<file path="src/alu_cluster_macros.svh">
`ifndef ALU_CLUSTER_MACROS_SVH
`define ALU_CLUSTER_MACROS_SVH

// Datapath and index widths
`define WORD_W      32
`define REG_IDX_W   5
`define TAG_W       6
`define CTRL_W      4

// Entries per issue queue, also the dispatcher's starting credit count
`define QUEUE_DEPTH 4

// ALU operation codes
`define CTRL_ALU_ADD  4'd0
`define CTRL_ALU_SUB  4'd1
`define CTRL_ALU_SLT  4'd2
`define CTRL_ALU_SLTU 4'd3
`define CTRL_ALU_AND  4'd4
`define CTRL_ALU_OR   4'd5
`define CTRL_ALU_NOR  4'd6
`define CTRL_ALU_XOR  4'd7
`define CTRL_ALU_SLL  4'd8
`define CTRL_ALU_SRL  4'd9
`define CTRL_ALU_SRA  4'd10

`endif

</file>
<file path="src/alu_cluster_pkg.sv">
`include "alu_cluster_macros.svh"

package alu_cluster_pkg;

    typedef logic [`WORD_W-1:0]    word_t;
    typedef logic [`REG_IDX_W-1:0] reg_idx_t;
    typedef logic [`TAG_W-1:0]     tag_t;
    typedef logic [`CTRL_W-1:0]    alu_ctrl_t;

    // Decoded micro-op as handed over by the dispatcher
    typedef struct packed {
        tag_t      tag;
        alu_ctrl_t ctrl;
        reg_idx_t  rd;
        reg_idx_t  rs0;
        reg_idx_t  rs1;
        logic      use_imm;
        word_t     imm;
    } uop_t;

    // One writeback, either a pipe's candidate or the bus itself
    typedef struct packed {
        logic     valid;
        tag_t     tag;
        reg_idx_t rd;
        word_t    result;
    } wb_t;

endpackage

</file>
<file path="src/wb_arbiter.sv">
`timescale 1ns/1ps

module wb_arbiter (
    input                              clk,
    input                              rst_n,
    input  logic [1:0]                 req,
    input  alu_cluster_pkg::wb_t [1:0] cand,
    output logic [1:0]                 grant,
    output alu_cluster_pkg::wb_t       wb
);
    import alu_cluster_pkg::*;

    // Index of the pipe that won the bus most recently
    logic last_grant;

    // On a tie the pipe that did not win last time goes first
    assign grant[0] = req[0] && (!req[1] || last_grant);
    assign grant[1] = req[1] && (!req[0] || !last_grant);

    always_ff @(posedge clk) begin
        if (!rst_n) begin
            last_grant <= 1'b0;
        end else if (grant != 2'b00) begin
            last_grant <= grant[1];
        end
    end

    always_comb begin
        if (grant[1]) begin
            wb = cand[1];
        end else if (grant[0]) begin
            wb = cand[0];
        end else begin
            wb = '0;
        end
    end

endmodule
</file>
<file path="config.mk">
export PLATFORM = sky130hd
export DESIGN_NAME = wb_arbiter
export DESIGN_NICKNAME = d
export VERILOG_FILES = /design/src/alu_cluster_pkg.sv /design/src/wb_arbiter.sv
export VERILOG_INCLUDE_DIRS = /design/src
export SDC_FILE = /design/constraint.sdc
export NUM_CORES = 1
export LEC_CHECK = 0
export BUFFER_PORTS_ARGS = -buffer_cell sky130_fd_sc_hd__buf_2
export CAP_MARGIN = 20
export CORE_MARGIN = 5
export CORE_UTILIZATION = 27
export CTS_CLUSTER_DIAMETER = 80
export DETAILED_ROUTE_END_ITERATION = 16
export PLACE_DENSITY_LB_ADDON = 0.08
export SLEW_MARGIN = 20
export SYNTH_ARGS = -nofsm -noshare
export SYNTH_HDL_FRONTEND = slang
export SYNTH_SLANG_ARGS = --single-unit
</file>
<file path="constraint.sdc">
create_clock -name clk -period 2.9 [get_ports clk]
set_clock_uncertainty 0.15 [all_clocks]
set_input_delay 0.145 -clock clk [delete_from_list [all_inputs] [get_ports clk]]
set_output_delay 0.145 -clock clk [all_outputs]
set_load 0.01 [all_outputs]
</file>
=== After elaboration in Yosys (flattened, before gate mapping) ===
Index checks and enable logic that the tools add are counted.

* Register bits: 1
* Input port bits: 92
* Output and inout bits: 46
* Logic and storage cells: 11

* Muxes and demuxes: 2
* Reductions and logical operators: 8

{| class="wikitable"
|+ Operators with widths
! kind !! number
|-
| two-way mux 44 bit || 2
|-
| zero test 1 bit || 3
|-
| logical AND 1 bit || 2
|-
| logical OR 1 bit || 2
|-
| nonzero test 2 bit || 1
|}

=== Logic depth before layout (Yosys ltp) ===
Gate-level depths: netlist of run 1.

* Depth in word-level cells: 5
* Mapped depth: 4

=== Least setup slack after synthesis of run 1 ===
OpenSTA, ideal clock, no wires.

* Path kind: reg2out
* Start point: reg last_grant
* End point: out wb[26] (netlist name)
* Data arrival time: 0.998 ns
* Required time: 2.605 ns
* Slack: 1.607 ns
* Stages on the path, launching flop included: 5
* Cells stage by stage: dfxtp_1 > nand2b_4 > buf_6 > buf_8 > a32o_1

{| class="wikitable"
|+ RTL lines
! what !! line !! text
|-
| from (decl) || wb_arbiter.sv:14 || <nowiki>logic last_grant;</nowiki>
|-
| from (signal assigned) || wb_arbiter.sv:24 || <nowiki>last_grant <= grant[1];</nowiki>
|-
| to (decl) || wb_arbiter.sv:9 || <nowiki>output alu_cluster_pkg::wb_t wb</nowiki>
|}

==> run metrics, run 1 <==
worst slack, placed=1.15 ns; Mapped Nets=156; Initial Utilization=28.3%; total of max-cap violations=0; Register-to-Register Path Depth=2; # DRC=0; Core Area=2480 um2; RSZ-0062 raised after global routing=no; Reg with most FFs=last_grant; initial antenna violation count=0; R2R Setup Slk=1.67 ns; Pwr Total=265 uW; IO Port Bufs=137; initial drt markers=53; first-pass GRT wire length=4610 um; vias in the first global route=1074; hold buffer count at CTS=0; CTS clk-pin slew, worst paths=0 ns; Syn-to-layout area delta=85.0%; Yosys reg bits=1; Vias=1140; Final Hold Vio Count=0; post-DR wirelength/cell=15.0 um; outcome=finished clean; final core occ=52.4%; Post-CTS Setup Inserts=0; worst hold-check path type=primary input to register; number of diodes=0; # rows=18; Sw Pwr=114 uW; cell count after synthesis=64; Worst Hold Launch=rst_n; dpl hpwl=2640 um; largest net degree at the start of global routing=47; reg2reg end=last_grant; leakage=0.000872 uW; internal power=150 uW; Final nets=283; Placer Congestion=0.679; Chip Width=61.0 um; slowest stage delay, CP=0.47 ns; CP cell instances=a21boi_4 -> buf_4 -> a32o_1 -> buf_2; final max-slew violation count=0; PD cells=204 nW/um2; Endpoint, Worst Hold=last_grant; Slew Limit Headroom=63.9%; Flop pwr share=6.1%; ranking of synthesized cells by area=a32o_2, a32o_1, buf_8; Crit-path slowest cell=a21boi_4; Yosys cell types=11; yosys warns=0; die footprint=3720 um2; Die Height=61.0 um; sequential fraction of the synthesis area=2.85%; CP Capture Type=primary output; largest registers=last_grant: 1 flops; Worst-Skew Late Latency=0 ns; IR drop worst, VDD=0.118 mV; drt pass-1 iters=4; # fillers=248; Clk pwr share=0%; drt via density=5.21; Final ANT Viol Nets=0; part of the cycle the worst path needs=59.9%; hold depth=2; GRT Util Overall=15.3%; Crit Path Max Fanout=25; Routed WL=3280 um; Min Clock Period, post-route=1.74 ns; gr ovfl total=0; I/O pin count=138; Synth Area per Inst=11.0 um2; Fmax achieved=0.575 GHz; worst endpoint data arrival time=1.44 ns; Yosys top cell by area=a32o_2; CP required=2.61 ns; TNS Setup=0 ns; share of layout cells above drive strength 1=94.2%; Logic pwr share=93.9%; Setup Crit Path Kind=register to primary output; Final WS setup=1.16 ns; Yosys top cell area share=59.4%; Switching Fraction=43.2%; kind of start point of the critical path=register; CTS resizes=0; setup violators final=0; R2R Path Start=last_grant; Worst-Margin Slew=0.540 ns; mapped cell area=702 um2; max reg flops=1
==> how the worst max path moves through the flow <==
stage | from | to | slack [ns] | cells past startpoint
after floorplan | last_grant | wb[26] | 1.61 | 4
after global placement | last_grant | wb[31] | 1.21 | 4
after detailed placement | last_grant | wb[35] | 1.15 | 4
after CTS | last_grant | wb[35] | 1.15 | 4
after global routing | last_grant | wb[31] | 1.02 | 4
final | last_grant | wb[1] | 1.16 | 4
==> metal layers <==
metal / vias to the layer above / part of all wire [%] / track usage, %
met5: - / 0 / 0
met4: 0 / 0 / 0.310
met3: 0 / 13 / 2.98
met2: 71 / 52 / 33.3
met1: 506 / 34 / 15.2
li1: 563 / - / -
==> layout by cell type, fill, tap and decap left out <==
cell type  synthesis  layout
nand2b_4           1       1
dfxtp_1            1       1
a32o_1             7       7
buf_4              0       2
a21boi_4           1       1
a32o_2            37      37
buf_2              5     137
and2_1             1       1
or2b_1             1       1
a21boi_1           1       1
==> cells in the mapped netlist <==
| cell type | number |
|---|---|
| a21boi_1 | 1 |
| a21boi_4 | 1 |
| a32o_1 | 7 |
| a32o_2 | 37 |
| and2_1 | 1 |
| buf_2 | 5 |
| buf_6 | 5 |
| buf_8 | 4 |
| dfxtp_1 | 1 |
| nand2b_4 | 1 |
| or2b_1 | 1 |
==> worst max-delay path, delay by kind of cell, from the launching register on <==
| kind | cells | cell delay [ns] |
|---|---|---|
| flops | 1 | 0.32 |
| compound gates | 2 | 0.63 |
| buf+inv | 2 | 0.49 |
==> cell type report <==
class                   instances  area [um2]  area share [%]
repair buffers                139         701            53.9
multi-input cells              49         541            41.6
well taps                      30        37.5            2.89
flip-flops and latches          1        20.0            1.54
==> kinds of logic after synthesis <==
| family | synth area share [%] |
|---|---|
| buffers and inverters | 20.1 |
| and+or+nand+nor | 3.92 |
| AOI/OAI and AO/OA | 73.1 |
| DFF | 2.85 |
==> through the flow <==
stage | hold WS (ns) | cell area (um2) | std cells
2_1_floorplan | 0.148 | 702 | 64
3_3_place_gp | 0.248 | 1300 | 219
3_5_place_dp | 0.271 | 1300 | 219
4_1_cts | 0.271 | 1300 | 219
5_1_grt | 0.297 | 1300 | 219
6_report | 0.265 | 1300 | 219
==> power groups by stage <==
stage          Sequential, uW  Combinational [uW]  Clock (uW)
3_5_place_dp             16.3                 251           0
6_report                 16.2                 249           0
3_3_place_gp             16.1                 247           0
5_1_grt                  16.5                 271           0
2_1_floorplan            16.1                 151           0
4_1_cts                  16.3                 251           0
Note: power is estimated with default switching activity, not from simulation.
==> inputs of run 2 (changes only) <==
--- a/config.mk
+++ b/config.mk
@@ -9,7 +9,7 @@
 export BUFFER_PORTS_ARGS = -buffer_cell sky130_fd_sc_hd__buf_2
 export CAP_MARGIN = 20
 export CORE_MARGIN = 5
-export CORE_UTILIZATION = 27
+export CORE_UTILIZATION = 25
 export CTS_CLUSTER_DIAMETER = 80
 export DETAILED_ROUTE_END_ITERATION = 16
 export PLACE_DENSITY_LB_ADDON = 0.08
==> constraint.sdc (replaced) <==
create_clock -name clk -period 1.6 [get_ports clk]
set_clock_uncertainty 0.15 [all_clocks]
set_input_delay 0.08 -clock clk [delete_from_list [all_inputs] [get_ports clk]]
set_output_delay 0.08 -clock clk [all_outputs]
set_load 0.01 [all_outputs]
==> run 2 against run 1 <==
Compared with the run above:
- sequential cell count did not move
- largest power group unchanged
- die area rose by 6.7%
- critical path depth fell by 1
- sequential power rose by 82%
- utilization fell by 4.3 points
- hold slack got worse by 0.073 ns
- combinational power rose by 83%
- final area rose by 1.3%
- first-iteration DRC count fell by 17%
==> run metrics, run 2 (same netlist as run 1, synthesis figures left out) <==
Endpoint, Worst Hold=last_grant; commonest non-fill, non-tap cell in the layout=buf_2; IR drop worst, VDD=0.204 mV (+73%); initial drt markers=44 (-17%); Register-to-Register Path Depth=2 (unchanged); Post-CTS Setup Inserts=0 (unchanged); Syn-to-layout area delta=87.3%; final core occ=48.1% (-4.3 points); hold buffer count at CTS=0 (unchanged); Initial Utilization=25.7% (-2.7 points); die footprint=3970 um2 (+6.7%); hold depth=2 (unchanged); worst hold-check path type=primary input to register; CTS clk-pin slew, worst paths=0 ns (unchanged); GRT Util Overall=15.0% (-0.33 points); RSZ-0062 raised after global routing=no; post-DR wirelength/cell=14.9 um (-0.36%); number of diodes=0 (unchanged); Worst-Margin Slew=0.455 ns (-0.0843 ns); most frequent cells in the layout=buf_2, a32o_2, a32o_1, buf_4; gr ovfl total=0 (unchanged); Slew Limit Headroom=69.6% (+5.7 points); Core Area=2730 um2 (+10%); kind of start point of the critical path=register; Worst Hold Launch=rst_n; drt via density=5.22 (+0.29%); first-pass GRT wire length=5240 um (+14%); Chip Width=63.0 um (+3.3%); Final Hold Vio Count=0 (unchanged); CTS resizes=0 (unchanged); setup violators final=0 (unchanged); Final nets=285 (+0.71%); dpl hpwl=2700 um (+2.2%); Vias=1159 (+1.7%); R2R Path Start=last_grant; I/O pin count=138 (unchanged); # rows=19 (+1); max reg flops=1 (unchanged); Reg with most FFs=last_grant; vias in the first global route=1206 (+12%); total of max-cap violations=0 (unchanged); drt pass-1 iters=5 (+1); Worst-Skew Late Latency=0 ns (unchanged); largest net degree at the start of global routing=47 (unchanged); Final ANT Viol Nets=0 (unchanged); Crit Path Max Fanout=46 (+84%); CP Capture Type=primary output; # DRC=0 (unchanged); part of the cycle the worst path needs=88.9%; final max-slew violation count=0 (unchanged); Placer Congestion=0.665 (-2.0%); leakage=0.000882 uW (+1.1%); PD cells=369 nW/um2 (+81%); Fmax achieved=0.703 GHz; outcome=finished clean; Setup Crit Path Kind=register to primary output; TNS Setup=0 ns (unchanged); worst endpoint data arrival time=1.19 ns (-0.25 ns); Routed WL=3310 um (+1.0%); share of layout cells above drive strength 1=94.2% (about the same); reg2reg end=last_grant; initial antenna violation count=0 (unchanged); CP required=1.37 ns (-1.24 ns); Die Height=63.0 um (+3.3%); IO Port Bufs=137 (unchanged); largest registers=last_grant: 1 flops; Min Clock Period, post-route=1.42 ns; R2R Setup Slk=0.39 ns (-1.28 ns)
==> run 2: cell count changes in the layout (fill, tap and decap cells not counted) <==
cell,before,now
buf_4,2,4
==> run 2: stage by stage <==
stage / worst slack [ns] / total power (uW) / instances / area, um2 / hold WS (ns)
5_1_grt: 0.0673 / 527 / 222 / 1320 / 0.229
3_3_place_gp: 0.200 / 483 / 222 / 1320 / 0.183
4_1_cts: 0.160 / 492 / 222 / 1320 / 0.193
2_1_floorplan: 0.372 / 303 / 64 / 702 / 0.0831
6_report: 0.177 / 486 / 222 / 1320 / 0.192
3_5_place_dp: 0.168 / 490 / 222 / 1320 / 0.193
==> run 2: how the worst max path moves through the flow <==
stage	from	to	cells after the start
6_report	last_grant	wb[22]	3
5_1_grt	last_grant	wb[27]	3
4_1_cts	last_grant	wb[35]	3
3_5_place_dp	last_grant	wb[35]	3
3_3_place_gp	last_grant	wb[0]	3
2_1_floorplan	last_grant	wb[26]	4
==> run 2: routing by layer <==
| metal | wire [um] | GRT usage (%) | vias up |
|---|---|---|---|
| met5 | 0 | 0 | - |
| met4 | 20 | 1.33 | 0 |
| met3 | 441 | 4.32 | 2 |
| met2 | 1680 | 30.1 | 83 |
| met1 | 1170 | 15.3 | 507 |
| li1 | - | - | 567 |
==> run 2: worst max-delay path: stages, from the launching register on <==
cell and delay (ns):
dfxtp_1 0.37, nand2b_4 0.45, a32o_2 0.25, buf_2 0.12
==> run 2: report_power, final <==
group	total (uW)	switching, uW	internal (uW)
clock network	0	0	0
registers	29.5	2.13	27.3
logic	456	207	249
total	486	209	276
==> run 2: cell type report <==
cell class,instances,area (um2)
Fill cell,273,1420
Multi-Input combinational cell,49,541
Sequential cell,1,20.0
Tap cell,31,38.8
Timing Repair Buffer,141,716
