$ cat config.mk
export PLATFORM = sky130hd
export DESIGN_NAME = alu_pipe
export DESIGN_NICKNAME = d
export VERILOG_FILES = /design/src/alu_cluster_pkg.sv /design/src/alu.sv /design/src/alu_pipe.sv
export VERILOG_INCLUDE_DIRS = /design/src
export SDC_FILE = /design/constraint.sdc
export NUM_CORES = 1
export LEC_CHECK = 0
export CORE_MARGIN = 8
export CORE_UTILIZATION = 50
export CTS_CLUSTER_DIAMETER = 40
export DETAILED_ROUTE_END_ITERATION = 12
export DONT_BUFFER_PORTS = 1
export GPL_TIMING_DRIVEN = 0
export PLACE_DENSITY = 0.63
export RECOVER_POWER = 100
export SLEW_MARGIN = 20
export SYNTH_ARGS = -nofsm -noshare
export SYNTH_HDL_FRONTEND = slang
export SYNTH_SLANG_ARGS = --single-unit
$ cat constraint.sdc
create_clock -name clk -period 6.8 [get_ports clk]
set_input_delay 1.36 -clock clk [delete_from_list [all_inputs] [get_ports clk]]
set_output_delay 1.36 -clock clk [all_outputs]
set_load 0.1 [all_outputs]
$ cat src/alu_cluster_macros.svh
`ifndef ALU_CLUSTER_MACROS_SVH
`define ALU_CLUSTER_MACROS_SVH

// Datapath and index widths
`define WORD_W      32
`define REG_IDX_W   5
`define TAG_W       6
`define CTRL_W      4

// Entries per issue queue, also the dispatcher's starting credit count
`define QUEUE_DEPTH 4

// ALU operation codes
`define CTRL_ALU_ADD  4'd0
`define CTRL_ALU_SUB  4'd1
`define CTRL_ALU_SLT  4'd2
`define CTRL_ALU_SLTU 4'd3
`define CTRL_ALU_AND  4'd4
`define CTRL_ALU_OR   4'd5
`define CTRL_ALU_NOR  4'd6
`define CTRL_ALU_XOR  4'd7
`define CTRL_ALU_SLL  4'd8
`define CTRL_ALU_SRL  4'd9
`define CTRL_ALU_SRA  4'd10

`endif

$ cat src/alu_cluster_pkg.sv
`include "alu_cluster_macros.svh"

package alu_cluster_pkg;

    typedef logic [`WORD_W-1:0]    word_t;
    typedef logic [`REG_IDX_W-1:0] reg_idx_t;
    typedef logic [`TAG_W-1:0]     tag_t;
    typedef logic [`CTRL_W-1:0]    alu_ctrl_t;

    // Decoded micro-op as handed over by the dispatcher
    typedef struct packed {
        tag_t      tag;
        alu_ctrl_t ctrl;
        reg_idx_t  rd;
        reg_idx_t  rs0;
        reg_idx_t  rs1;
        logic      use_imm;
        word_t     imm;
    } uop_t;

    // One writeback, either a pipe's candidate or the bus itself
    typedef struct packed {
        logic     valid;
        tag_t     tag;
        reg_idx_t rd;
        word_t    result;
    } wb_t;

endpackage

$ cat src/alu.sv
`timescale 1ns/1ps
`include "alu_cluster_macros.svh"

module alu (
    input  logic                       en_in,
    input  alu_cluster_pkg::alu_ctrl_t ctrl,
    input  alu_cluster_pkg::reg_idx_t  rd_in,
    input  alu_cluster_pkg::word_t     sr0,
    input  alu_cluster_pkg::word_t     sr1,
    output logic                       en_out,
    output alu_cluster_pkg::reg_idx_t  rd_out,
    output alu_cluster_pkg::word_t     result
);
    import alu_cluster_pkg::*;

    localparam int SHAMT_W = $clog2(`WORD_W);

    logic op_add, op_sub, op_slt, op_sltu;
    logic op_and, op_or, op_nor, op_xor;
    logic op_sll, op_srl, op_sra;

    word_t              adder_b;
    logic               adder_cin;
    logic [`WORD_W:0]   adder_full;
    word_t              adder_sum;
    logic               adder_cout;
    logic               slt_bit;
    logic               sltu_bit;
    logic [SHAMT_W-1:0] shamt;
    word_t              sra_res;
    word_t              mux_res;

    assign op_add  = (ctrl == `CTRL_ALU_ADD);
    assign op_sub  = (ctrl == `CTRL_ALU_SUB);
    assign op_slt  = (ctrl == `CTRL_ALU_SLT);
    assign op_sltu = (ctrl == `CTRL_ALU_SLTU);
    assign op_and  = (ctrl == `CTRL_ALU_AND);
    assign op_or   = (ctrl == `CTRL_ALU_OR);
    assign op_nor  = (ctrl == `CTRL_ALU_NOR);
    assign op_xor  = (ctrl == `CTRL_ALU_XOR);
    assign op_sll  = (ctrl == `CTRL_ALU_SLL);
    assign op_srl  = (ctrl == `CTRL_ALU_SRL);
    assign op_sra  = (ctrl == `CTRL_ALU_SRA);

    // Compares subtract through the same adder as add and sub
    assign adder_cin  = op_sub | op_slt | op_sltu;
    assign adder_b    = adder_cin ? ~sr1 : sr1;
    assign adder_full = {1'b0, sr0} + {1'b0, adder_b} + {{`WORD_W{1'b0}}, adder_cin};
    assign {adder_cout, adder_sum} = adder_full;

    // Signs differ: sr0 negative wins. Signs equal: the difference sign decides
    assign slt_bit  = (sr0[`WORD_W-1] & ~sr1[`WORD_W-1])
                    | (~(sr0[`WORD_W-1] ^ sr1[`WORD_W-1]) & adder_sum[`WORD_W-1]);
    assign sltu_bit = ~adder_cout;

    assign shamt   = sr1[SHAMT_W-1:0];
    assign sra_res = word_t'($signed(sr0) >>> shamt);

    assign mux_res = ({`WORD_W{op_add | op_sub}} & adder_sum)
                   | ({`WORD_W{op_slt}}  & {{(`WORD_W-1){1'b0}}, slt_bit})
                   | ({`WORD_W{op_sltu}} & {{(`WORD_W-1){1'b0}}, sltu_bit})
                   | ({`WORD_W{op_and}}  & (sr0 & sr1))
                   | ({`WORD_W{op_or}}   & (sr0 | sr1))
                   | ({`WORD_W{op_nor}}  & ~(sr0 | sr1))
                   | ({`WORD_W{op_xor}}  & (sr0 ^ sr1))
                   | ({`WORD_W{op_sll}}  & (sr0 << shamt))
                   | ({`WORD_W{op_srl}}  & (sr0 >> shamt))
                   | ({`WORD_W{op_sra}}  & sra_res);

    assign en_out = en_in;
    assign result = en_out ? mux_res : '0;
    assign rd_out = en_out ? rd_in : '0;

endmodule

$ cat src/alu_pipe.sv
`timescale 1ns/1ps
`include "alu_cluster_macros.svh"

module alu_pipe (
    input                             clk,
    input                             rst_n,
    input  logic                      uop_valid,
    input  alu_cluster_pkg::uop_t     uop,
    output logic                      credit,
    output alu_cluster_pkg::reg_idx_t rs0_idx,
    output alu_cluster_pkg::reg_idx_t rs1_idx,
    input  alu_cluster_pkg::word_t    rs0_data,
    input  alu_cluster_pkg::word_t    rs1_data,
    output logic                      req,
    input  logic                      grant,
    output alu_cluster_pkg::wb_t      result
);
    import alu_cluster_pkg::*;

    localparam int PTR_W = $clog2(`QUEUE_DEPTH);

    uop_t             q_mem [`QUEUE_DEPTH];
    logic [PTR_W-1:0] rd_ptr;
    logic [PTR_W-1:0] wr_ptr;
    logic [PTR_W:0]   count;

    uop_t     head;
    logic     head_valid;
    logic     pop;
    word_t    op1;
    logic     alu_en_out;
    reg_idx_t alu_rd;
    word_t    alu_res;

    logic     res_valid;
    tag_t     res_tag;
    reg_idx_t res_rd;
    word_t    res_data;

    assign head       = q_mem[rd_ptr];
    assign head_valid = (count != '0);

    // Head moves on when the result register is free or drains this cycle
    assign pop    = head_valid && (!res_valid || grant);
    assign credit = pop;

    assign rs0_idx = head.rs0;
    assign rs1_idx = head.rs1;
    assign op1     = head.use_imm ? head.imm : rs1_data;

    alu u_alu (
        .en_in  (head_valid),
        .ctrl   (head.ctrl),
        .rd_in  (head.rd),
        .sr0    (rs0_data),
        .sr1    (op1),
        .en_out (alu_en_out),
        .rd_out (alu_rd),
        .result (alu_res)
    );

    // The dispatcher only sends with a credit in hand, so the queue never overflows
    always_ff @(posedge clk) begin
        if (uop_valid) begin
            q_mem[wr_ptr] <= uop;
        end
    end

    // Depth is a power of two so the pointers wrap on their own
    always_ff @(posedge clk) begin
        if (!rst_n) begin
            rd_ptr <= '0;
            wr_ptr <= '0;
            count  <= '0;
        end else begin
            if (uop_valid) begin
                wr_ptr <= wr_ptr + 1'b1;
            end
            if (pop) begin
                rd_ptr <= rd_ptr + 1'b1;
            end
            if (uop_valid && !pop) begin
                count <= count + 1'b1;
            end else if (!uop_valid && pop) begin
                count <= count - 1'b1;
            end
        end
    end

    always_ff @(posedge clk) begin
        if (!rst_n) begin
            res_valid <= 1'b0;
        end else if (pop) begin
            res_valid <= alu_en_out;
        end else if (grant) begin
            res_valid <= 1'b0;
        end
    end

    always_ff @(posedge clk) begin
        if (pop) begin
            res_tag  <= head.tag;
            res_rd   <= alu_rd;
            res_data <= alu_res;
        end
    end

    assign req    = res_valid;
    assign result = '{valid: res_valid, tag: res_tag, rd: res_rd, result: res_data};

endmodule

; Word-level counts from Yosys, hierarchy flattened
; Memory sizes are Yosys's and may differ from the RTL's. A register that Yosys moved wholly into a read port is not among the register bits.
; Cells that the tools add are included.
[totals]
register_bits = 51
ramBits = 232
input_bits = 126
wordCells = 82
memories = 1
[op_classes]
n_addsub = 6
eq_ne = 10
shift = 3
mux = 10
bitwise_logic = 34
reduce_logical = 11
[memory_table]
columns = name, depth, width, read_ports, rd_ports_with_merged_regs, write_ports, line
row1 = q_mem, 4, 58, 1, 1, 1, alu_pipe.sv:22  ; uop_t q_mem [`QUEUE_DEPTH];
[op_table]
columns = operator, count
row1 = 32-bit OR, 10
row2 = 32-bit bitwise AND, 9
row3 = 32-bit by 1-bit bitwise AND with 32-bit output, 2
row4 = 32-bit two-way mux, 2
row5 = 32-bit NOT, 2
row6 = 32-bit by 32-bit adder with 33-bit output, 1
row7 = 33-bit by 1-bit adder with 33-bit output, 1
row8 = 32-bit by 5-bit left shift with 32-bit output, 1
row9 = 32-bit by 5-bit right shift with 32-bit output, 1
row10 = 32-bit by 5-bit >>> shifter with 32-bit output, 1
row11 = 32-bit XOR, 1
row12 = "4-bit by 3-bit == test with 1-bit output, second input constant", 4
row13 = "4-bit == test, second input constant", 3
row14 = "4-bit by 2-bit == test with 1-bit output, second input constant", 2
row15 = 3-bit two-way mux, 2
row16 = "2-bit by 1-bit adder with 2-bit output, second input constant", 2
row17 = "4-bit by 1-bit == test with 1-bit output, second input constant", 1
row18 = 4-bit logical NOT, 1
row19 = 1-bit two-way mux, 4
row20 = 2-bit two-way mux, 2
row21 = 1-bit OR, 4
row22 = 2-bit nonzero test, 2
row23 = "3-bit by 1-bit adder with 3-bit output, second input constant", 1
row24 = 1-bit logical AND, 3
row25 = 7 further kinds, 12

; Longest topological paths before layout
; Gate-level depths: netlist (run 1).
[logic_depth]
ltp_word = 18
depth_mapped = 19
mapped_depth_nobuf = 14

; Hierarchy
; A second synthesis (run 1) with hierarchy kept.
[unflattened]
hier_cells = 1608
area_unflattened_um2 = 19069.5
[by_module_without_submodules]
columns = mod, instances, cells_per_inst, area_per_inst_um2, seq_area_each_um2
row1 = alu_pipe, 1, 444, 10714.0, 8458.1
row2 = alu, 1, 1164, 8355.5, 0.0

; Worst setup path after synthesis (run 1)
; Ideal clock, no wire load.
[synth_path]
kind = in2out
startpoint = input port grant
endpoint = output port credit
arrival_time_ns = 3.654
slack_ns = 1.786
path_stages = 3
cell_sequence = nand2b_1 and2_1 clkbuf_1
[synth_via]
elab_chain_cells = 2
[synth_rtl]
columns = item, line
row1 = start: declaration, alu_pipe.sv:15  ; input logic grant,
row2 = 1-bit logical OR, alu_pipe.sv:44  ; assign pop = head_valid && (!res_valid || grant);
row3 = 1-bit logical AND, alu_pipe.sv:44
row4 = end: declaration, alu_pipe.sv:9  ; output logic credit,
; No other way between the ends.

==> tab_implementation.tex, run 1 <==
\begin{tabular}{lr}
\hline
Metric & Value \\
\hline
\multicolumn{2}{l}{\textbf{Drt}} \\
\quad Routed vias/inst & 6.98 \\
\quad Routed length per instance & 35.1 microns \\
\quad Detailed-route wire length & 85000 microns \\
\quad Post-route DRC & 0 \\
\quad Antenna viol nets, final & 0 \\
\quad Number of search-and-repair iterations in the first detailed-routing pass & 5 \\
\quad First-iteration detailed-routing DRC count & 1788 \\
\quad Via count & 16900 \\
\multicolumn{2}{l}{\textbf{Layout}} \\
\quad Core occupancy in the finished layout & 0.554 \\
\quad Multi-input gate area in the final layout & 10100 sq um \\
\quad NumNets Final & 2103 \\
\quad Storage cell area & 8460 sq um \\
\quad Number of fill cells in the layout & 3293 \\
\quad Layout area overhead & 9.46\% \\
\quad Fin cells & 2421 \\
\quad Finished layout cell area & about 21000 sq um \\
\quad Fraction of final layout cells sized beyond drive strength 1 & 0.0995 \\
\multicolumn{2}{l}{\textbf{STA}} \\
\quad Setup repair after global routing missed its margin & false \\
\quad Final cycle utilization of the critical path & 0.990 \\
\quad Worst slew margin & -1.07 \\
\quad Minimum clock period & 6.73 ns \\
\quad Post-Route Hold Slack & 0.536 ns \\
\quad Setup skew after layout & 0.0265 ns \\
\quad Final hold violations & 0 \\
\quad Number of max-slew violations in the final report & 224 \\
\quad \# setup viols final & 0 \\
\quad Highest clock frequency the design can meet & 149 MHz \\
\quad Transition at the pin with the smallest max-transition slack & a little over 3 ns \\
\multicolumn{2}{l}{\textbf{Synthesis}} \\
\quad Number of enable flip-flop cells after synthesis & 275 \\
\quad Cell type with the largest total area after synthesis & edfxtp\_1 \\
\quad Ys async rst share & 0 \\
\quad Synthesized netlist net count & 2060 \\
\quad Synth Flop Type & edfxtp\_1 \\
\quad Synthesis-stage register bit count & 285 \\
\quad Unique masters post-synth & slightly above 70 \\
\quad Avg Cell Area, Syn & 10.7 sq um \\
\quad Synth cell count leaders & edfxtp\_1 (275), nand2\_1 (176), mux2i\_1 (150) \\
\quad Post-Syn Area & 19500 sq um \\
\quad Synthesis Warnings & 0 \\
\quad Share of the synthesized area in the top cell type & 0.423 \\
\quad Portion of the post-synthesis area used by sequential elements & 0.434 \\
\quad Top cells by area, synth & edfxtp\_1 (42\%), mux2i\_1 (7.7\%), mux4\_2 (6.9\%) \\
\quad Mapped Cells & 1830 \\
\quad Leading cell type by number of instances after synthesis & edfxtp\_1 \\
\multicolumn{2}{l}{\textbf{Worst setup path}} \\
\quad Crit path capture type & flop \\
\quad Critical Path RT & approximately 7.0 ns \\
\quad Critical Setup Path Class & reg -> reg \\
\quad CP startpoint kind & flop \\
\quad Arrival time of data at the critical path endpoint & 6.97 ns \\
\quad Largest fanout on the critical path & 10 \\
\multicolumn{2}{l}{\textbf{Flow run}} \\
\quad Number of max-cap violations & 5 \\
\multicolumn{2}{l}{\textbf{Global route}} \\
\quad Vias in the first global route & 16500 \\
\quad Global-route wire length before repair & 119000 microns \\
\quad Remaining global-route overflow & 0 \\
\quad All-layer global routing usage & 0.368 \\
\quad Number of antenna violations at the first check in global routing & 5 \\
\quad Maximum number of pins on one net before global-route repair & 49 \\
\multicolumn{2}{l}{\textbf{Die}} \\
\quad Initial cell density of the core & 0.506 \\
\quad Die boundary width & 214 microns \\
\quad Site Rows & 72 \\
\quad Die ar. & 45600 sq um \\
\quad Die span in y & 214 microns \\
\quad I/O pin cnt & 182 \\
\quad Placeable core area & 38600 sq um \\
\multicolumn{2}{l}{\textbf{Clocking}} \\
\quad CTS tree & built \\
\quad Total setup buffers inserted after CTS & 0 \\
\quad CTS clk-pin slew, worst paths & $\sim$0.060 ns \\
\quad Buffer cell driving the clock tree root & clkbuf\_16 \\
\quad Number of clock sinks & 285 \\
\quad Number of buffers between clock root and the deepest sink & 3 \\
\quad Inserted Clock Buffers & 35 \\
\quad Worst-Skew Late Latency & 0.56 ns \\
\quad CTS HTree Levels & 2 \\
\multicolumn{2}{l}{\textbf{Power and ir drop}} \\
\quad Maximum ir drop on the vdd rail & 0.407 mV \\
\quad Leakage power figure & 7.79 nW \\
\quad Power density over cell area & 572 nW/um\^{}2 \\
\multicolumn{2}{l}{\textbf{Placement}} \\
\quad Placed insts & 2355 \\
\quad Weighted congestion reported at the end of routability-driven placement & 1.05 \\
\quad Post-DP HPWL & 64600 microns \\
\quad Cell area after placement & 20300 sq um \\
\quad IO Port Bufs & 0 \\
\multicolumn{2}{l}{\textbf{Run status}} \\
\quad Violations in the final reports & capacitance limit, slew limit \\
\quad Status & complete, but fails checks \\
\multicolumn{2}{l}{\textbf{Hold path}} \\
\quad Min-delay worst type & reg -> reg \\
\hline
\end{tabular}
==> where the power goes <==
group / internal, mW / switching, mW
combinational: 2.16 / 4.86
clock: 1.09 / 0.761
sequential: 2.26 / 1.07
total: 5.51 / 6.69
==> timing repair <==
action | 4_1_cts | 5_1_grt
resized for setup | 6 | 4
setup endpoints to repair | 8 | 2
hold buffers | 0 | 0
==> per-layer routing <==
layer / part of all wire / vias to the layer above / wire (microns) / global-route usage
li1: - / 7065 / - / -
met2: 0.44 / 1186 / 37400 / 0.568
met5: 0.00044 / - / 37 / 0
met1: 0.37 / 8301 / 31600 / 0.443
met3: 0.11 / 329 / 9150 / 0.109
met4: 0.080 / 6 / 6800 / 0.246
==> metrics by stage <==
step                      TNS, ns  power (mW)  setup slack [ns]
after CTS                       0        12.0             0.159
after global routing            0        12.6            0.0165
final                           0        12.2            0.0669
after global placement      -2.43        10.1            -0.622
after floorplan                 0        7.80              1.79
after detailed placement    -1.39        10.1            -0.581
==> area by class of cell <==
type	instances	share of cell area
clock inverters	25	0.0131
multi-input cells	1334	0.474
repair buffers	7	0.00176
inverters	76	0.0135
diodes	3	0.000352
plain buffers	134	0.0288
clock buffers	39	0.0417
flip-flops and latches	285	0.396
well taps	518	0.0304
==> critical path: stages, from the launching register on <==
cell and delay [ns]:
dfxtp_1 0.47, buf_6 0.21, buf_2 0.37, mux4_2 0.61, mux2_2 0.34, buf_2 0.21, inv_1 0.24, clkbuf_2 0.42
clkdlybuf4s15_2 0.57, xnor2_1 0.13, ha_1 0.36, a21o_1 0.22, a221oi_1 0.51, or3_1 0.23, a211o_1 0.22, a211o_1 0.22
nand2_1 0.12, a21oi_1 0.29, mux2i_1 0.45, a31oi_1 0.20
==> logic make-up (layout without fill, tap and decap cells) <==
kind of cell | count (synthesis) | count (layout) | synth area share
AO/OA/AOI/OAI | 524 | 524 | 0.171
AND/OR/NAND/NOR | 416 | 416 | 0.0944
flip-flops | 285 | 285 | 0.434
multiplexers | 233 | 233 | 0.160
buffers and inverters | 211 | 281 | 0.0478
adder cells (fa/ha/maj) | 104 | 104 | 0.0675
XOR/XNOR | 57 | 57 | 0.0256
other | 0 | 3 | 0
==> cells in the final DEF (no fill, tap or decap), drive strengths merged, types with 5 or more instances in the layout <==
cell type and count:
a2111oi 5, a211o 7, a211oi 20, a21boi 5, a21o 22, a21oi 147
a221oi 27, a22oi 11, a31oi 30, and2 22, and3 16, buf 47
clkbuf 131, clkinv 13, dfxtp 10, edfxtp 275, ha 102, inv 81
mux2 21, mux2i 152, mux4 60, nand2 176, nand2b 8, nand3 29
nand4 9, nor2 104, nor2b 5, nor3 29, o211ai 48, o21a 5
o21ai 122, o21bai 11, o22ai 23, o2bb2ai 5, or3 8, xnor2 49
xor2 8
==> sequential cells by signal, summed over array words and instances (netlist names), named ones only <==
signal and flops:
wr_ptr 2, q_mem 232, req 1, res_data 32, rd_ptr 2, count 3
res_rd 5, res_tag 6
==> final timing paths <==
| path | start | end | slack, ns | cells past startpoint |
|---|---|---|---|---|
| min reg2reg | count[2]$_SDFFE_PN0P_ | count[2]$_SDFFE_PN0P_ | 0.54 | 2 |
| min | count[2]$_SDFFE_PN0P_ | count[2]$_SDFFE_PN0P_ | 0.54 | 2 |
| max | flop | res_data[28]$_SDFFCE_PN0P_ | 0.07 | 19 |
| max reg2reg | flop | res_data[28]$_SDFFCE_PN0P_ | 0.07 | 19 |
No activity file was read; power rests on OpenSTA's default activity.
==> run 2, diff against run 1 <==
--- a/config.mk
+++ b/config.mk
@@ -12,7 +12,7 @@
 export DETAILED_ROUTE_END_ITERATION = 12
 export DONT_BUFFER_PORTS = 1
 export GPL_TIMING_DRIVEN = 0
-export PLACE_DENSITY = 0.63
+export PLACE_DENSITY = 0.73
 export RECOVER_POWER = 100
 export SLEW_MARGIN = 20
 export SYNTH_ARGS = -nofsm -noshare
==> run 2 against run 1 <==
  * The run still ends with capacitance limit, slew limit left
  * Die area is the same
  * Design area grew 0.50%
  * Fmax shrank 0.48%
  * Clock skew shrank 0.0023 ns
  * Combinational power shrank 1%
  * First-iteration DRC count grew 32%
  * Core utilization grew 0.28 points
  * Non-clock buffer count shrank 1
  * Register-to-register slack lost 0.03 ns
  * Clock power grew 9.7%
  * Critical endpoint is now res_data[20]$_SDFFCE_PN0P_
==> tab_implementation.tex, run 2 (synthesized netlist as in run 1, its figures left out) <==
\begin{tabular}{lr}
\hline
Metric & Value \\
\hline
\multicolumn{2}{l}{\textbf{Global route}} \\
\quad Vias in the first global route & 16500 (about the same) \\
\quad Global-route wire length before repair & 118000 microns (was 119000 microns) \\
\quad Number of antenna violations at the first check in global routing & 3 (was 5) \\
\quad All-layer global routing usage & 0.362 (was 0.368) \\
\quad Maximum number of pins on one net before global-route repair & 48 (was 49) \\
\quad Remaining global-route overflow & 0 (unchanged) \\
\multicolumn{2}{l}{\textbf{Drt}} \\
\quad Post-route DRC & 0 (unchanged) \\
\quad Number of search-and-repair iterations in the first detailed-routing pass & 6 (was 5) \\
\quad Routed length per instance & 34.5 microns (was 35.1 microns) \\
\quad Routed vias/inst & 6.94 (was 6.98) \\
\quad Antenna viol nets, final & 0 (unchanged) \\
\quad First-iteration detailed-routing DRC count & 2365 (was 1788) \\
\quad Via count & 16800 (was 16900) \\
\quad Detailed-route wire length & 83400 microns (was 85000 microns) \\
\multicolumn{2}{l}{\textbf{Worst setup path}} \\
\quad Cell mode on critical path & buf\_2 \\
\quad Peak per-stage delay on the critical path & 0.62 ns (was 0.61 ns) \\
\quad Depth of the worst register-to-register path & 19 (unchanged) \\
\quad Cell family with the largest share of critical-path delay & buffers and inverters (unchanged) \\
\quad End of the critical path & res\_data[20]\$\_SDFFCE\_PN0P\_ (was res\_data[28]\$\_SDFFCE\_PN0P\_) \\
\quad Flop2flop setup slack & 0.03 ns (was 0.07 ns) \\
\quad Critical path, cell by cell & buf\_6 > buf\_2 > mux4\_2 > mux2\_2 > buf\_2 > inv\_1 > clkbuf\_2 > buf\_2 > xnor2\_1 > ha\_1 > a21o\_1 > a221oi\_1 > or3\_1 > a211o\_1 > and2\_1 > o21bai\_1 > xor2\_1 > a21oi\_1 > a31oi\_1 (was buf\_6 > buf\_2 > mux4\_2 > mux2\_2 > buf\_2 > inv\_1 > clkbuf\_2 > clkdlybuf4s15\_2 > xnor2\_1 > ha\_1 > a21o\_1 > a221oi\_1 > or3\_1 > a211o\_1 > a211o\_1 > nand2\_1 > a21oi\_1 > mux2i\_1 > a31oi\_1) \\
\quad Critical Setup Path Class & reg -> reg (unchanged) \\
\quad Largest fanout on the critical path & 10 (unchanged) \\
\quad Crit path capture type & flop (unchanged) \\
\quad CP startpoint kind & flop (unchanged) \\
\quad Stages on worst setup path & 19 (unchanged) \\
\quad Master of the slowest instance on the critical path & mux4\_2 (unchanged) \\
\quad Arrival time of data at the critical path endpoint & 7.01 ns (was 6.97 ns) \\
\quad Reg-to-reg endpoint & res\_data[20]\$\_SDFFCE\_PN0P\_ (was res\_data[28]\$\_SDFFCE\_PN0P\_) \\
\quad Critical Path RT & 7.05 ns (was 7.04 ns) \\
\quad Count of buffering cells on the critical path with inverters included & 6 (unchanged) \\
\multicolumn{2}{l}{\textbf{Clocking}} \\
\quad CTS HTree Levels & 2 (unchanged) \\
\quad CTS clk-pin slew, worst paths & 0.05 ns (was 0.06 ns) \\
\quad Worst-Skew Late Latency & 0.56 ns (about the same) \\
\quad Number of clock sinks & 285 (unchanged) \\
\quad Buffer cell driving the clock tree root & clkbuf\_16 (unchanged) \\
\quad Number of buffers between clock root and the deepest sink & 3 (unchanged) \\
\quad Total setup buffers inserted after CTS & 0 (unchanged) \\
\quad Inserted Clock Buffers & 36 (was 35) \\
\quad CTS tree & built (unchanged) \\
\multicolumn{2}{l}{\textbf{Layout}} \\
\quad Commonest non-fill, non-tap cell in the layout & edfxtp\_1 (unchanged) \\
\quad Finished layout cell area & 21500 sq um (was 21300 sq um) \\
\quad NumNets Final & 2103 (unchanged) \\
\quad Layout area overhead & 10.0\% (was 9.46\%) \\
\quad Leading cell types in the layout, fill and taps excluded & edfxtp\_1 (275), nand2\_1 (176), mux2i\_1 (149), a21oi\_1 (147), o21ai\_0 (122) (was edfxtp\_1 (275), nand2\_1 (176), mux2i\_1 (150), a21oi\_1 (146), o21ai\_0 (122)) \\
\quad Fin cells & 2420 (was 2421) \\
\quad Number of flip-flops in the largest register & 232 (unchanged) \\
\quad Largest Register & q\_mem (unchanged) \\
\quad Fraction of final layout cells sized beyond drive strength 1 & 0.0989 (was 0.0995) \\
\quad Number of fill cells in the layout & 3365 (was 3293) \\
\quad Largest registers & q\_mem: 232 flops, res\_data: 32 flops, res\_tag: 6 flops (unchanged) \\
\multicolumn{2}{l}{\textbf{Power and ir drop}} \\
\quad Power density over cell area & 574 nW/um\^{}2 (was 572 nW/um\^{}2) \\
\quad Post-route total power & 12.3 mW (was 12.2 mW) \\
\quad Maximum ir drop on the vdd rail & 0.373 mV (was 0.407 mV) \\
\quad Leakage power figure & 7.84 nW (was 7.79 nW) \\
\multicolumn{2}{l}{\textbf{STA}} \\
\quad Final hold violations & 0 (unchanged) \\
\quad Minimum clock period & 6.77 ns (was 6.73 ns) \\
\quad Setup repair after global routing missed its margin & false (unchanged) \\
\quad Setup skew after layout & 0.0242 ns (was 0.0265 ns) \\
\quad \# setup viols final & 0 (unchanged) \\
\quad Number of max-slew violations in the final report & 216 (was 224) \\
\quad Highest clock frequency the design can meet & 148 MHz (was 149 MHz) \\
\quad Transition at the pin with the smallest max-transition slack & 3.12 ns (was 3.11 ns) \\
\quad Final cycle utilization of the critical path & 0.995 (was 0.990) \\
\quad Post-route worst setup slack & 0.0343 ns (was 0.0669 ns) \\
\quad Worst slew margin & -1.08 (was -1.07) \\
\multicolumn{2}{l}{\textbf{Placement}} \\
\quad Placed insts & 2354 (was 2355) \\
\quad Cell area after placement & 20300 sq um (about the same) \\
\quad Weighted congestion reported at the end of routability-driven placement & 1.08 (was 1.05) \\
\quad DP Worst Slack & -0.401 ns (was -0.581 ns) \\
\quad IO Port Bufs & 0 (unchanged) \\
\quad Post-DP HPWL & 63400 microns (was 64600 microns) \\
\multicolumn{2}{l}{\textbf{Die}} \\
\quad Initial cell density of the core & 0.506 (unchanged) \\
\quad Placeable core area & 38600 sq um (unchanged) \\
\quad I/O pin cnt & 182 (unchanged) \\
\quad Die span in y & 214 microns (unchanged) \\
\quad Site Rows & 72 (unchanged) \\
\quad Die boundary width & 214 microns (unchanged) \\
\quad Die ar. & 45600 sq um (unchanged) \\
\multicolumn{2}{l}{\textbf{Flow run}} \\
\quad Number of max-cap violations & 5 (unchanged) \\
\multicolumn{2}{l}{\textbf{Run status}} \\
\quad Violations in the final reports & capacitance limit, slew limit (unchanged) \\
\quad Status & complete, but fails checks (unchanged) \\
\multicolumn{2}{l}{\textbf{Hold path}} \\
\quad Min-delay worst type & reg -> reg (unchanged) \\
\hline
\end{tabular}
==> run 2: layer usage <==
layer  part of all wire  routed length [microns]  GRT usage  up-vias
met5            0.00032                       27          0        -
met3               0.10                     8620     0.0868      294
met2               0.45                    37200      0.563     1169
met1               0.37                    31100      0.452     8266
li1                   -                        -          -     7062
met4              0.077                     6440      0.230        4
==> run 2: per-stage QoR <==
stage	setup TNS [ns]	hold WS, ns	utilization
6_report	0	0.529	0.556
5_1_grt	0	0.569	0.556
4_1_cts	0	0.528	0.561
3_5_place_dp	-0.781	0.521	0.527
3_3_place_gp	-1.63	0.486	0.523
2_1_floorplan	0	0.472	-
==> run 2: worst reg2reg max path, cell delays in order, from the launching register on <==
cell and delay [ns]:
dfxtp_1 0.49, buf_6 0.21, buf_2 0.37, mux4_2 0.62
mux2_2 0.36, buf_2 0.22, inv_1 0.26, clkbuf_2 0.44
buf_2 0.45, xnor2_1 0.13, ha_1 0.39, a21o_1 0.19
a221oi_1 0.16, or3_1 0.41, a211o_1 0.35, and2_1 0.22
o21bai_1 0.30, xor2_1 0.14, a21oi_1 0.54, a31oi_1 0.20
==> run 2: timing repair <==
action / CTS / global route
setup endpoints to repair: 6 / 3
gates resized for setup: 3 / 1
pin swaps: 0 / 0
hold buffers: 0 / 0
==> run 2: area by class of cell <==
type / count / area (sq um) / area share
Multi-Input combinational cell: 1334 / 10100 / 0.472
Sequential cell: 285 / 8460 / 0.394
Clock buffer: 41 / 941 / 0.0439
Tap cell: 518 / 648 / 0.0302
Buffer: 134 / 603 / 0.0281
Clock inverter: 24 / 362 / 0.0169
Inverter: 76 / 288 / 0.0134
Timing Repair Buffer: 6 / 26.3 / 0.00122
Antenna cell: 2 / 5.00 / 0.000233
==> run 2: report_power, final <==
part	leakage [nW]	total, mW	internal [mW]	switching (mW)
Clock	0.623	2.03	1.25	0.773
Sequential	2.64	3.34	2.26	1.08
Combinational	4.58	6.94	2.15	4.79
Total	7.84	12.3	5.66	6.65
==> run 2: how the worst min path moves through the flow <==
stage | start | cells past startpoint | to | slack, ns
3_3_place_gp | count[2]$_SDFFE_PN0P_ | 2 | count[2]$_SDFFE_PN0P_ | 0.49
4_1_cts | count[2]$_SDFFE_PN0P_ | 2 | count[2]$_SDFFE_PN0P_ | 0.53
5_1_grt | count[2]$_SDFFE_PN0P_ | 2 | count[2]$_SDFFE_PN0P_ | 0.57
6_report | count[2]$_SDFFE_PN0P_ | 2 | count[2]$_SDFFE_PN0P_ | 0.53
2_1_floorplan | count[2]$_SDFFE_PN0P_ | 2 | count[2]$_SDFFE_PN0P_ | 0.47
3_5_place_dp | count[2]$_SDFFE_PN0P_ | 2 | count[2]$_SDFFE_PN0P_ | 0.52
